==> config.mk <==
export PLATFORM = sky130hd
export DESIGN_NAME = div_unit_top
export DESIGN_NICKNAME = d
export VERILOG_FILES = /design/src/div_pkg.sv /design/src/div_req_queue.sv /design/src/div_core.sv /design/src/div_rsp_port.sv /design/src/div_unit_top.sv
export VERILOG_INCLUDE_DIRS = /design/src
export SDC_FILE = /design/constraint.sdc
export NUM_CORES = 1
export LEC_CHECK = 0
export ABC_AREA = 1
export ABC_CLOCK_PERIOD_IN_PS = 4200
export BUFFER_PORTS_ARGS = -buffer_cell sky130_fd_sc_hd__buf_2
export CAP_MARGIN = 0
export CORE_AREA = 2 2 149 151
export DETAILED_ROUTE_END_ITERATION = 12
export DIE_AREA = 0 0 151 153
export PLACE_DENSITY_LB_ADDON = 0.05
export SYNTH_ARGS = -nofsm -noshare
export SYNTH_HDL_FRONTEND = slang
export SYNTH_SLANG_ARGS = --single-unit
==> constraint.sdc <==
create_clock -name clk -period 4.2 [get_ports clk]
set_input_delay 0.84 -clock clk [delete_from_list [all_inputs] [get_ports clk]]
set_output_delay 0.84 -clock clk [all_outputs]
set_load 0.1 [all_outputs]
==> src/div_params.svh <==
`ifndef DIV_PARAMS_SVH
`define DIV_PARAMS_SVH

// ##################################################
// Divider unit sizing
// ##################################################

// Width of dividend, divisor, quotient and remainder.
`define DIV_WIDTH 16

// Width of the request tag carried to the response.
`define DIV_TAG_WIDTH 4

// Request queue entries. The sender starts with this many credits.
`define DIV_REQ_DEPTH 4

// Response credits granted by the consumer after reset.
`define DIV_RSP_CREDITS 4

`endif

==> src/div_pkg.sv <==
`include "div_params.svh"

package div_pkg;

    // ##################################################
    // Datapath types
    // ##################################################

    typedef logic [`DIV_WIDTH-1:0] operand_t;      // Dividend, divisor, quotient, remainder.
    typedef logic [`DIV_TAG_WIDTH-1:0] tag_t;      // Request identifier.

    // Counts 0..DIV_WIDTH. Also holds queue fill and credit counts.
    typedef logic [$clog2(`DIV_WIDTH + 1)-1:0] count_t;

    // ##################################################
    // Core FSM
    // ##################################################

    typedef enum logic [1:0] {
        CORE_IDLE,                                 // Waiting for a queue entry.
        CORE_RUN,                                  // Shift-subtract steps.
        CORE_HOLD                                  // Result presented until accepted.
    } core_state_t;

endpackage

==> src/div_req_queue.sv <==
`include "div_params.svh"

module div_req_queue (
    input  logic             clk,
    input  logic             rst,
    input  logic             req_valid,
    input  div_pkg::operand_t req_dividend,
    input  div_pkg::operand_t req_divisor,
    input  div_pkg::tag_t     req_tag,
    output logic             req_credit,
    output logic             q_valid,
    output div_pkg::operand_t q_dividend,
    output div_pkg::operand_t q_divisor,
    output div_pkg::tag_t     q_tag,
    input  logic             q_pop
);

    localparam int PTR_W = (`DIV_REQ_DEPTH > 1) ? $clog2(`DIV_REQ_DEPTH) : 1;
    localparam logic [PTR_W-1:0] LAST_PTR = PTR_W'(`DIV_REQ_DEPTH - 1);

    div_pkg::operand_t dividend_mem [`DIV_REQ_DEPTH];
    div_pkg::operand_t divisor_mem [`DIV_REQ_DEPTH];
    div_pkg::tag_t     tag_mem [`DIV_REQ_DEPTH];

    logic [PTR_W-1:0]  wr_ptr;
    logic [PTR_W-1:0]  rd_ptr;
    div_pkg::count_t   fill;                       // Entries currently held.
    logic              pop;

    function automatic logic [PTR_W-1:0] next_ptr(input logic [PTR_W-1:0] ptr);
        return (ptr == LAST_PTR) ? '0 : ptr + 1'b1;
    endfunction

    assign pop = q_pop && q_valid;

    // ##################################################
    // Storage
    // ##################################################

    // Sender credits guarantee a free slot, so a push is never refused.
    always_ff @(posedge clk) begin
        if (req_valid) begin
            dividend_mem[wr_ptr] <= req_dividend;
            divisor_mem[wr_ptr]  <= req_divisor;
            tag_mem[wr_ptr]      <= req_tag;
        end
    end

    assign q_valid    = (fill != '0);
    assign q_dividend = dividend_mem[rd_ptr];
    assign q_divisor  = divisor_mem[rd_ptr];
    assign q_tag      = tag_mem[rd_ptr];

    // ##################################################
    // Pointers, fill count and credit return
    // ##################################################

    always_ff @(posedge clk or posedge rst) begin
        if (rst) begin
            wr_ptr     <= '0;
            rd_ptr     <= '0;
            fill       <= '0;
            req_credit <= 1'b0;
        end else begin
            if (req_valid) begin
                wr_ptr <= next_ptr(wr_ptr);
            end
            if (pop) begin
                rd_ptr <= next_ptr(rd_ptr);
            end
            case ({req_valid, pop})
                2'b10:   fill <= fill + 1'b1;
                2'b01:   fill <= fill - 1'b1;
                default: fill <= fill;             // Idle, or push and pop together.
            endcase
            req_credit <= pop;                     // One credit per freed entry.
        end
    end

endmodule

==> src/div_core.sv <==
`include "div_params.svh"

module div_core (
    input  logic              clk,
    input  logic              rst,
    input  logic              q_valid,
    input  div_pkg::operand_t q_dividend,
    input  div_pkg::operand_t q_divisor,
    input  div_pkg::tag_t     q_tag,
    output logic              q_pop,
    output logic              res_valid,
    input  logic              res_ready,
    output div_pkg::operand_t res_quotient,
    output div_pkg::operand_t res_remainder,
    output div_pkg::tag_t     res_tag
);

    localparam int W = `DIV_WIDTH;

    div_pkg::core_state_t state;
    div_pkg::count_t      steps_left;              // Shift-subtract steps still to run.

    // Upper half is the partial remainder, lower half shifts the dividend
    // out and the quotient bits in.
    logic [2*W-1:0]       pr;
    div_pkg::operand_t    divisor_r;
    div_pkg::tag_t        tag_r;

    logic [W:0]           partial;                 // Shifted remainder with its carry bit.
    logic [W:0]           diff;
    logic                 take;
    logic [2*W-1:0]       step_pr;

    // ##################################################
    // One restoring step
    // ##################################################

    // The shifted remainder can need W+1 bits when the divisor is large,
    // so the compare keeps the bit that falls out of the upper half.
    always_comb begin
        partial = pr[2*W-1:W-1];
        diff    = partial - {1'b0, divisor_r};
        take    = (partial >= {1'b0, divisor_r});
        if (take) begin
            step_pr = {diff[W-1:0], pr[W-2:0], 1'b1};
        end else begin
            step_pr = {partial[W-1:0], pr[W-2:0], 1'b0};
        end
    end

    // A zero divisor always subtracts nothing, giving an all-ones quotient
    // and the dividend as remainder.

    // ##################################################
    // Control FSM
    // ##################################################

    assign q_pop     = (state == div_pkg::CORE_IDLE) && q_valid;
    assign res_valid = (state == div_pkg::CORE_HOLD);

    always_ff @(posedge clk or posedge rst) begin
        if (rst) begin
            state      <= div_pkg::CORE_IDLE;
            steps_left <= '0;
        end else begin
            case (state)
                div_pkg::CORE_IDLE: begin
                    if (q_valid) begin
                        steps_left <= div_pkg::count_t'(W);
                        state      <= div_pkg::CORE_RUN;
                    end
                end
                div_pkg::CORE_RUN: begin
                    steps_left <= steps_left - 1'b1;
                    if (steps_left == div_pkg::count_t'(1)) begin
                        state <= div_pkg::CORE_HOLD;   // Last step lands this edge.
                    end
                end
                div_pkg::CORE_HOLD: begin
                    if (res_ready) begin
                        state <= div_pkg::CORE_IDLE;
                    end
                end
                default: begin
                    state <= div_pkg::CORE_IDLE;
                end
            endcase
        end
    end

    // ##################################################
    // Datapath registers
    // ##################################################

    always_ff @(posedge clk) begin
        if (q_pop) begin
            pr        <= {{W{1'b0}}, q_dividend};
            divisor_r <= q_divisor;
            tag_r     <= q_tag;
        end else if (state == div_pkg::CORE_RUN) begin
            pr <= step_pr;
        end
    end

    // Registers stay frozen in hold, so the result is stable until taken.
    assign res_quotient  = pr[W-1:0];
    assign res_remainder = pr[2*W-1:W];
    assign res_tag       = tag_r;

endmodule

==> src/div_rsp_port.sv <==
`include "div_params.svh"

module div_rsp_port (
    input  logic              clk,
    input  logic              rst,
    input  logic              res_valid,
    output logic              res_ready,
    input  div_pkg::operand_t res_quotient,
    input  div_pkg::operand_t res_remainder,
    input  div_pkg::tag_t     res_tag,
    output logic              rsp_valid,
    output div_pkg::operand_t rsp_quotient,
    output div_pkg::operand_t rsp_remainder,
    output div_pkg::tag_t     rsp_tag,
    input  logic              rsp_credit
);

    div_pkg::count_t credits;                      // Consumer slots still free.
    logic            send;

    assign res_ready = (credits != '0);
    assign send      = res_valid && res_ready;

    // ##################################################
    // Credit counter
    // ##################################################

    always_ff @(posedge clk or posedge rst) begin
        if (rst) begin
            credits <= div_pkg::count_t'(`DIV_RSP_CREDITS);
        end else begin
            case ({rsp_credit, send})
                2'b10:   credits <= credits + 1'b1;
                2'b01:   credits <= credits - 1'b1;
                default: credits <= credits;       // Return and spend cancel out.
            endcase
        end
    end

    // ##################################################
    // Response register
    // ##################################################

    always_ff @(posedge clk or posedge rst) begin
        if (rst) begin
            rsp_valid <= 1'b0;
        end else begin
            rsp_valid <= send;                     // One pulse per result.
        end
    end

    always_ff @(posedge clk) begin
        if (send) begin
            rsp_quotient  <= res_quotient;
            rsp_remainder <= res_remainder;
            rsp_tag       <= res_tag;
        end
    end

endmodule

==> src/div_unit_top.sv <==
module div_unit_top (
    input  logic              clk,
    input  logic              rst,
    input  logic              req_valid,
    input  div_pkg::operand_t req_dividend,
    input  div_pkg::operand_t req_divisor,
    input  div_pkg::tag_t     req_tag,
    output logic              req_credit,
    output logic              rsp_valid,
    output div_pkg::operand_t rsp_quotient,
    output div_pkg::operand_t rsp_remainder,
    output div_pkg::tag_t     rsp_tag,
    input  logic              rsp_credit
);

    // Queue head to core.
    logic              q_valid;
    logic              q_pop;
    div_pkg::operand_t q_dividend;
    div_pkg::operand_t q_divisor;
    div_pkg::tag_t     q_tag;

    // Core result to response port.
    logic              res_valid;
    logic              res_ready;
    div_pkg::operand_t res_quotient;
    div_pkg::operand_t res_remainder;
    div_pkg::tag_t     res_tag;

    div_req_queue u_queue (
        .clk          (clk),
        .rst          (rst),
        .req_valid    (req_valid),
        .req_dividend (req_dividend),
        .req_divisor  (req_divisor),
        .req_tag      (req_tag),
        .req_credit   (req_credit),
        .q_valid      (q_valid),
        .q_dividend   (q_dividend),
        .q_divisor    (q_divisor),
        .q_tag        (q_tag),
        .q_pop        (q_pop)
    );

    div_core u_core (
        .clk           (clk),
        .rst           (rst),
        .q_valid       (q_valid),
        .q_dividend    (q_dividend),
        .q_divisor     (q_divisor),
        .q_tag         (q_tag),
        .q_pop         (q_pop),
        .res_valid     (res_valid),
        .res_ready     (res_ready),
        .res_quotient  (res_quotient),
        .res_remainder (res_remainder),
        .res_tag       (res_tag)
    );

    div_rsp_port u_rsp (
        .clk           (clk),
        .rst           (rst),
        .res_valid     (res_valid),
        .res_ready     (res_ready),
        .res_quotient  (res_quotient),
        .res_remainder (res_remainder),
        .res_tag       (res_tag),
        .rsp_valid     (rsp_valid),
        .rsp_quotient  (rsp_quotient),
        .rsp_remainder (rsp_remainder),
        .rsp_tag       (rsp_tag),
        .rsp_credit    (rsp_credit)
    );

endmodule

**Word level (Yosys, flattened, before mapping)**

Memory sizes are Yosys's and may differ from the RTL's. A register that Yosys moved wholly into a read port is not among the register bits.
Index checks and enable logic that the tools add are counted.

- Register bits after elaboration: 91
- Bits in latches: 0
- RAM bits: 144
- Bits in read-only memories: 0
- Input port bits: 40
- Logic and storage cells: 64
- Memories: 3

- Add/subtract/negate cells: 8
- Multipliers: 0
- Divide/modulo/power cells: 0
- $lt $le $gt $ge: 1
- Equal/unequal tests: 12
- Shifts and indexed selects: 0
- Muxes and demuxes: 15
- Bitwise operators: 0
- Reductions and logical operators: 12

Memories:

| name | depth | width | read ports | clocked after Yosys merged registers in | write ports | RTL line | text |
|---|---|---|---|---|---|---|---|
| u_queue.dividend_mem | 4 | 16 | 1 | 0 | 1 | div_req_queue.sv:21 | `` div_pkg::operand_t dividend_mem [`DIV_REQ_DEPTH]; `` |
| u_queue.divisor_mem | 4 | 16 | 1 | 1 | 1 | div_req_queue.sv:22 | `` div_pkg::operand_t divisor_mem [`DIV_REQ_DEPTH]; `` |
| u_queue.tag_mem | 4 | 4 | 1 | 1 | 1 | div_req_queue.sv:23 | `` div_pkg::tag_t tag_mem [`DIV_REQ_DEPTH]; `` |

Operators by type and width:

| operator | count |
|---|---|
| two-way mux 16 bit | 2 |
| two-way mux 32 bit | 1 |
| case mux 5 bit (2 select lines) | 3 |
| >= comparator 17 x 16 -> 1 bit | 1 |
| subtractor 16 bit | 1 |
| subtractor 5 x 1 -> 5 bit, second input constant | 3 |
| adder 5 x 1 -> 5 bit, second input constant | 2 |
| == test 2 bit, second input constant | 5 |
| two-way mux 2 bit | 5 |
| nonzero test 5 bit | 2 |
| nonzero test 2 bit | 4 |
| == test 2 x 1 -> 1 bit, second input constant | 3 |
| case mux 2 bit (3 select lines) | 1 |
| == test 5 x 1 -> 1 bit, second input constant | 1 |
| two-way mux 5 bit | 1 |
| adder 2 x 1 -> 2 bit, second input constant | 2 |
| inequality test 2 x 1 -> 1 bit, second input constant | 2 |
| logical AND 1 bit | 3 |
| AND reduction 3 bit | 1 |
| logical NOT 2 bit | 1 |
| two-way mux 1 bit | 2 |
| inequality test 2 bit, second input constant | 1 |
| AND reduction 2 bit | 1 |

**Logic depth before layout (Yosys ltp)**

- Depth in word-level cells: 5
- Depth in mapped cells: 15
- Depth with buffers taken out: 15

**By module**

Synthesis repeated with hierarchy kept, for this count alone.

- Cell total of the unflattened synthesis: 992
- Area, all modules: 11058.1 µm²

By module, submodules not included:

| module | times used | cells an instance | area each (µm²) | sequential area each (µm²) |
|---|---|---|---|---|
| div_req_queue | 1 | 433 | 5977.0 | 4574.4 |
| div_core | 1 | 466 | 3584.7 | 1576.5 |
| div_rsp_port | 1 | 93 | 1496.4 | 1232.4 |

**Least setup slack after synthesis**

No wires, ideal clock.

- Path kind: register -> register
- Start point: register u_queue.fill[0]
- End point: register u_queue.fill[4]
- Arrival time: 2.926 ns
- Path slack: 1.195 ns
- Stages on the path, launching flop included: 15
- Path buffers: 1
- Path through: dfrtp_1 -> inv_1 -> nand3_1 -> nand2_1 -> inv_2 -> buf_1 -> ha_1 -> inv_1 -> fa_1 -> nor2_1 -> a211oi_1 -> nand2_1 -> nand2_1 -> nor2_1 -> xor2_1

- Cells in the longest elaborated chain, start to end: 5
- Elaborated cells between the ends (all ways): 9
- Those cells by class: add/sub (2); eq/ne (2); mux (1); reduce/logical (4)

Ends and longest elaborated chain:

| what | RTL line | text |
|---|---|---|
| from (decl) | div_req_queue.sv:27 | `div_pkg::count_t fill;` |
| from (signal assigned) | div_req_queue.sv:72 | `2'b10: fill <= fill + 1'b1;` |
| from (signal assigned) | div_req_queue.sv:73 | `2'b01: fill <= fill - 1'b1;` |
| from (signal assigned) | div_req_queue.sv:74 | `default: fill <= fill;` |
| nonzero test 5 bit (*) | div_req_queue.sv:49 | `assign q_valid = (fill != '0);` |
| logical AND 1 bit (*) | div_core.sv:58 | `assign q_pop = (state == div_pkg::CORE_IDLE) && q_valid;` |
| named net q_pop | div_unit_top.sv:18 | `logic q_pop;` |
| logical AND 1 bit (*) | div_req_queue.sv:34 | `assign pop = q_pop && q_valid;` |
| == test 2 x 1 -> 1 bit / == test 2 bit (equally long branches) | div_req_queue.sv:71 | `case ({req_valid, pop})` |
| case mux 5 bit (2 select lines) / nonzero test 2 bit (equally long branches) | - |  |

The timed path passes the listed nets; every way through them passes the cells marked *.
A chain may end at the register's enable or synchronous reset.

**Final worst setup path**

- Start point: register u_queue.fill[4]
- End point: register u_queue.fill[4]

- Cells in the longest elaborated chain, start to end: 5
- Elaborated cells between the ends (all ways): 9
- Those cells by class: add/sub (2); eq/ne (2); mux (1); reduce/logical (4)

Ends and longest elaborated chain:

| what |
|---|
| parallel branches: the longest is 5 deep, another holds subtractor 5 x 1 -> 5 bit |

Parallel ways; which one is timed is not known.

==> run metrics <==
iteration count of the initial detailed-routing pass=4; count of routing violations after the opening detailed-route iteration=401; initial cell density of the core=0.511; Worst setup EP type=flop; top post-synthesis cells by area=edfxtp_1 (59%), nand2_1 (5.4%), dfrtp_1 (5.0%); Peak supply drop=0.447 mV; Final Skew=0.00714 ns; worst slew margin relative to its limit=0.226; number of nets still failing antenna checks after routing=0; Syn Inst Count=951; growth of design area from synthesis to finish=14.2%; number of buffers created by CTS=27; clock power share=0.246; clock latency of the later-clocked register in the worst-skew pair=0.52 ns; ant diodes=0; hold bufs inserted after CTS=0; clk root buf=clkbuf_16; DIE HEIGHT=153 um; final number of setup-violating endpoints=0; Routed wire per std cell=16.0 um; Max Cap Violations=0; unrepaired setup endpoints after global routing=no; DRC=0; overall fraction of global-route tracks in use=0.190; routed vias=6755; area of the core=21500 um2; number of placed I/O pins=78; register bit count reported by yosys=255; Post-CTS Setup Bufs=0; Via density=5.06; netlist area before placement=11000 um2; net count of the mapped netlist=1025; mean instance size in the synthesized netlist=11.5 um2; vias in the first global route=6591; most numerous cell types in the synthesized netlist=edfxtp_1 (216), nand2_1 (158), nor2_1 (141); HPWL reported at the end of detailed placement=12.9 mm; maximum count of clock buffers along a single path=3; synthesis warning total=0; maximum fanout along the worst path=7; outcome=finished clean; most instantiated library cell after synthesis=edfxtp_1; post-layout instance area=12500 um2; die area=23100 um2; count of unique library cells instantiated by Yosys=44; clock input transition at the sequential cells of the worst setup and hold paths=0.06 ns; total length of routed wires=21.4 mm; area share of the largest cell type after synthesis=0.591; endpoint arrival time on the critical path=2.82 ns; initial antenna violation count=2; GR Overflow Total=0; instance count after placement with tap cells included=1286; power dissipated by switching net loads=3.57 mW; cell-internal power=6.17 mW; number of port buffers=77; Post-synth EDFFs=216; library cell with the largest summed area after synthesis=edfxtp_1; total clock sinks=255; endpoints failing hold=0; final count of pins violating max slew=0; pin count of the biggest net entering global routing=75; most instantiated flip-flop cell in the synthesis netlist=edfxtp_1; final instance count without filler cells=1335; startpoint type of the worst setup path=flop; share of flip-flops with an asynchronous set or reset=0.0902; CTS tree=done; final worst path period need=2.42 ns; achievable frequency=414 MHz; number of core rows=54; fraction of layout instances using a drive strength above 1=0.169; Filler cells=1830; Flop pwr share=0.392; Sw Share=0.367; path class of the lowest-slack min-delay path=flop to flop; first-pass GRT wire length=34.4 mm; final worst-path cycle share=0.575; Final TNS setup=0 ns; critical path class=flop to flop; proportion of synthesized chip area in sequential cells=0.672; Final GP Congestion=0.800; Logic pwr share=0.362; NumNets Final=1109; slew at the pin closest to its max-slew limit=1.16 ns; cell area power density=777 nW/um2; horizontal die dimension=151 um; deepest level of the CTS H-tree=1; post_cts resized=0; placed inst area=11600 um2; Data required, critical path=4.61 ns; Pleak=5.07 nW
-- cell type report --
cell class / instances / area (um2) / share of cell area
clock inverters: 19 / 198 / 0.0158
repair buffers: 87 / 460 / 0.0367
well taps: 280 / 350 / 0.0279
clock buffers: 30 / 707 / 0.0564
multi-input cells: 573 / 3090 / 0.247
flip-flops and latches: 255 / 7380 / 0.589
inverters: 91 / 342 / 0.0273
-- path summary, 6_finish.rpt --
| check | start | end | slack [ns] | depth (start not counted) |
|---|---|---|---|---|
| min reg2reg | u_core.res_tag[0]$_DFFE_PN_ | u_rsp.rsp_tag[0]$_DFFE_PN_ | 0.42 | 0 |
| min in group asynchronous | rst | u_rsp.credits[0]$_DFFE_PP0P_ | 0.51 | 2 |
| max reg2reg | u_queue.fill[4]$_DFFE_PP0P_ | u_queue.fill[4]$_DFFE_PP0P_ | 1.78 | 13 |
| min | u_core.res_tag[0]$_DFFE_PN_ | u_rsp.rsp_tag[0]$_DFFE_PN_ | 0.42 | 0 |
| max | u_queue.fill[4]$_DFFE_PP0P_ | u_queue.fill[4]$_DFFE_PP0P_ | 1.78 | 13 |
| max in group asynchronous | rst | u_queue.rd_ptr[0]$_DFFE_PP0N_ | 3.06 | 2 |
-- stage by stage --
| step | utilization | hold slack, ns | power [mW] | setup slack, ns |
|---|---|---|---|---|
| after floorplan | - | 0.400 | 6.60 | 1.19 |
| after global placement | 0.541 | 0.409 | 7.41 | 1.75 |
| after detailed placement | 0.541 | 0.408 | 7.44 | 1.72 |
| after CTS | 0.583 | 0.422 | 9.85 | 1.74 |
| after global routing | 0.583 | 0.439 | 10.5 | 1.50 |
| final | 0.583 | 0.424 | 9.73 | 1.78 |
-- logic make-up after synthesis --
group                    after synthesis  synth area share
flip-flops                           255             0.672
XOR/XNOR                              13            0.0104
buffers and inverters                123            0.0461
adder cells (fa/ha/maj)               34            0.0408
AND/OR/NAND/NOR                      383             0.158
AO/OA/AOI/OAI                        143            0.0721
-- registers in the layout, summed over array words and instances, names as in the netlist --
signal and flops:
u_queue.dividend_mem 64, u_queue.divisor_mem 64, u_core.pr 32, u_core.divisor_r 16
u_queue.tag_mem 16, u_rsp.rsp_quotient 16, u_rsp.rsp_remainder 16, u_core.steps_left 5
u_queue.fill 5, u_rsp.credits 5, u_core.res_tag 4, u_rsp.rsp_tag 4
u_core.state 2, u_queue.rd_ptr 2, u_queue.wr_ptr 2, u_queue.req_credit 1
u_rsp.rsp_valid 1
-- worst max-delay path, cell delays in order (launching register included) --
cell and delay (ns):
dfrtp_1 0.39, nor3_1 0.20, nand3_1 0.12, nand2_1 0.19
inv_2 0.12, ha_1 0.26, ha_1 0.33, nand2_1 0.08
nor2_1 0.04, a211oi_1 0.24, nand2_1 0.09, nand2_1 0.06
nor2_1 0.04, xor2_1 0.13
-- cells in the final DEF (no fill, tap or decap), types with 8 or more instances in the layout --
master | synthesis | final
o21ai_0 | 82 | 82
clkinv_1 | 2 | 8
a31oi_1 | 17 | 17
buf_2 | 5 | 77
o22ai_1 | 23 | 23
dfrtp_1 | 22 | 21
a21oi_1 | 14 | 14
ha_1 | 31 | 31
edfxtp_1 | 216 | 216
dfxtp_1 | 16 | 16
inv_1 | 80 | 79
buf_4 | 2 | 10
nand3b_1 | 19 | 19
inv_2 | 9 | 10
clkbuf_16 | 0 | 27
xnor2_1 | 9 | 9
nor2_1 | 141 | 140
nand2_2 | 13 | 13
nand2_1 | 158 | 158
nand3_1 | 20 | 20
nand3_2 | 11 | 11
-- power by group through the flow --
stage	sequential (mW)	combinational, mW	clock, mW
2_1_floorplan	3.84	2.76	0
3_3_place_gp	3.86	3.54	0
3_5_place_dp	3.87	3.57	0
4_1_cts	3.82	3.58	2.45
5_1_grt	3.88	4.07	2.56
6_report	3.82	3.52	2.40
-- routing by layer --
| metal | track usage | vias to the layer above | part of all wire |
|---|---|---|---|
| li1 | - | 3438 | - |
| met1 | 0.269 | 3167 | 0.47 |
| met2 | 0.308 | 117 | 0.47 |
| met3 | 0.0394 | 29 | 0.050 |
| met4 | 0.0365 | 4 | 0.013 |
| met5 | 0 | - | 0.0011 |
(Power assumes the default switching activity.)
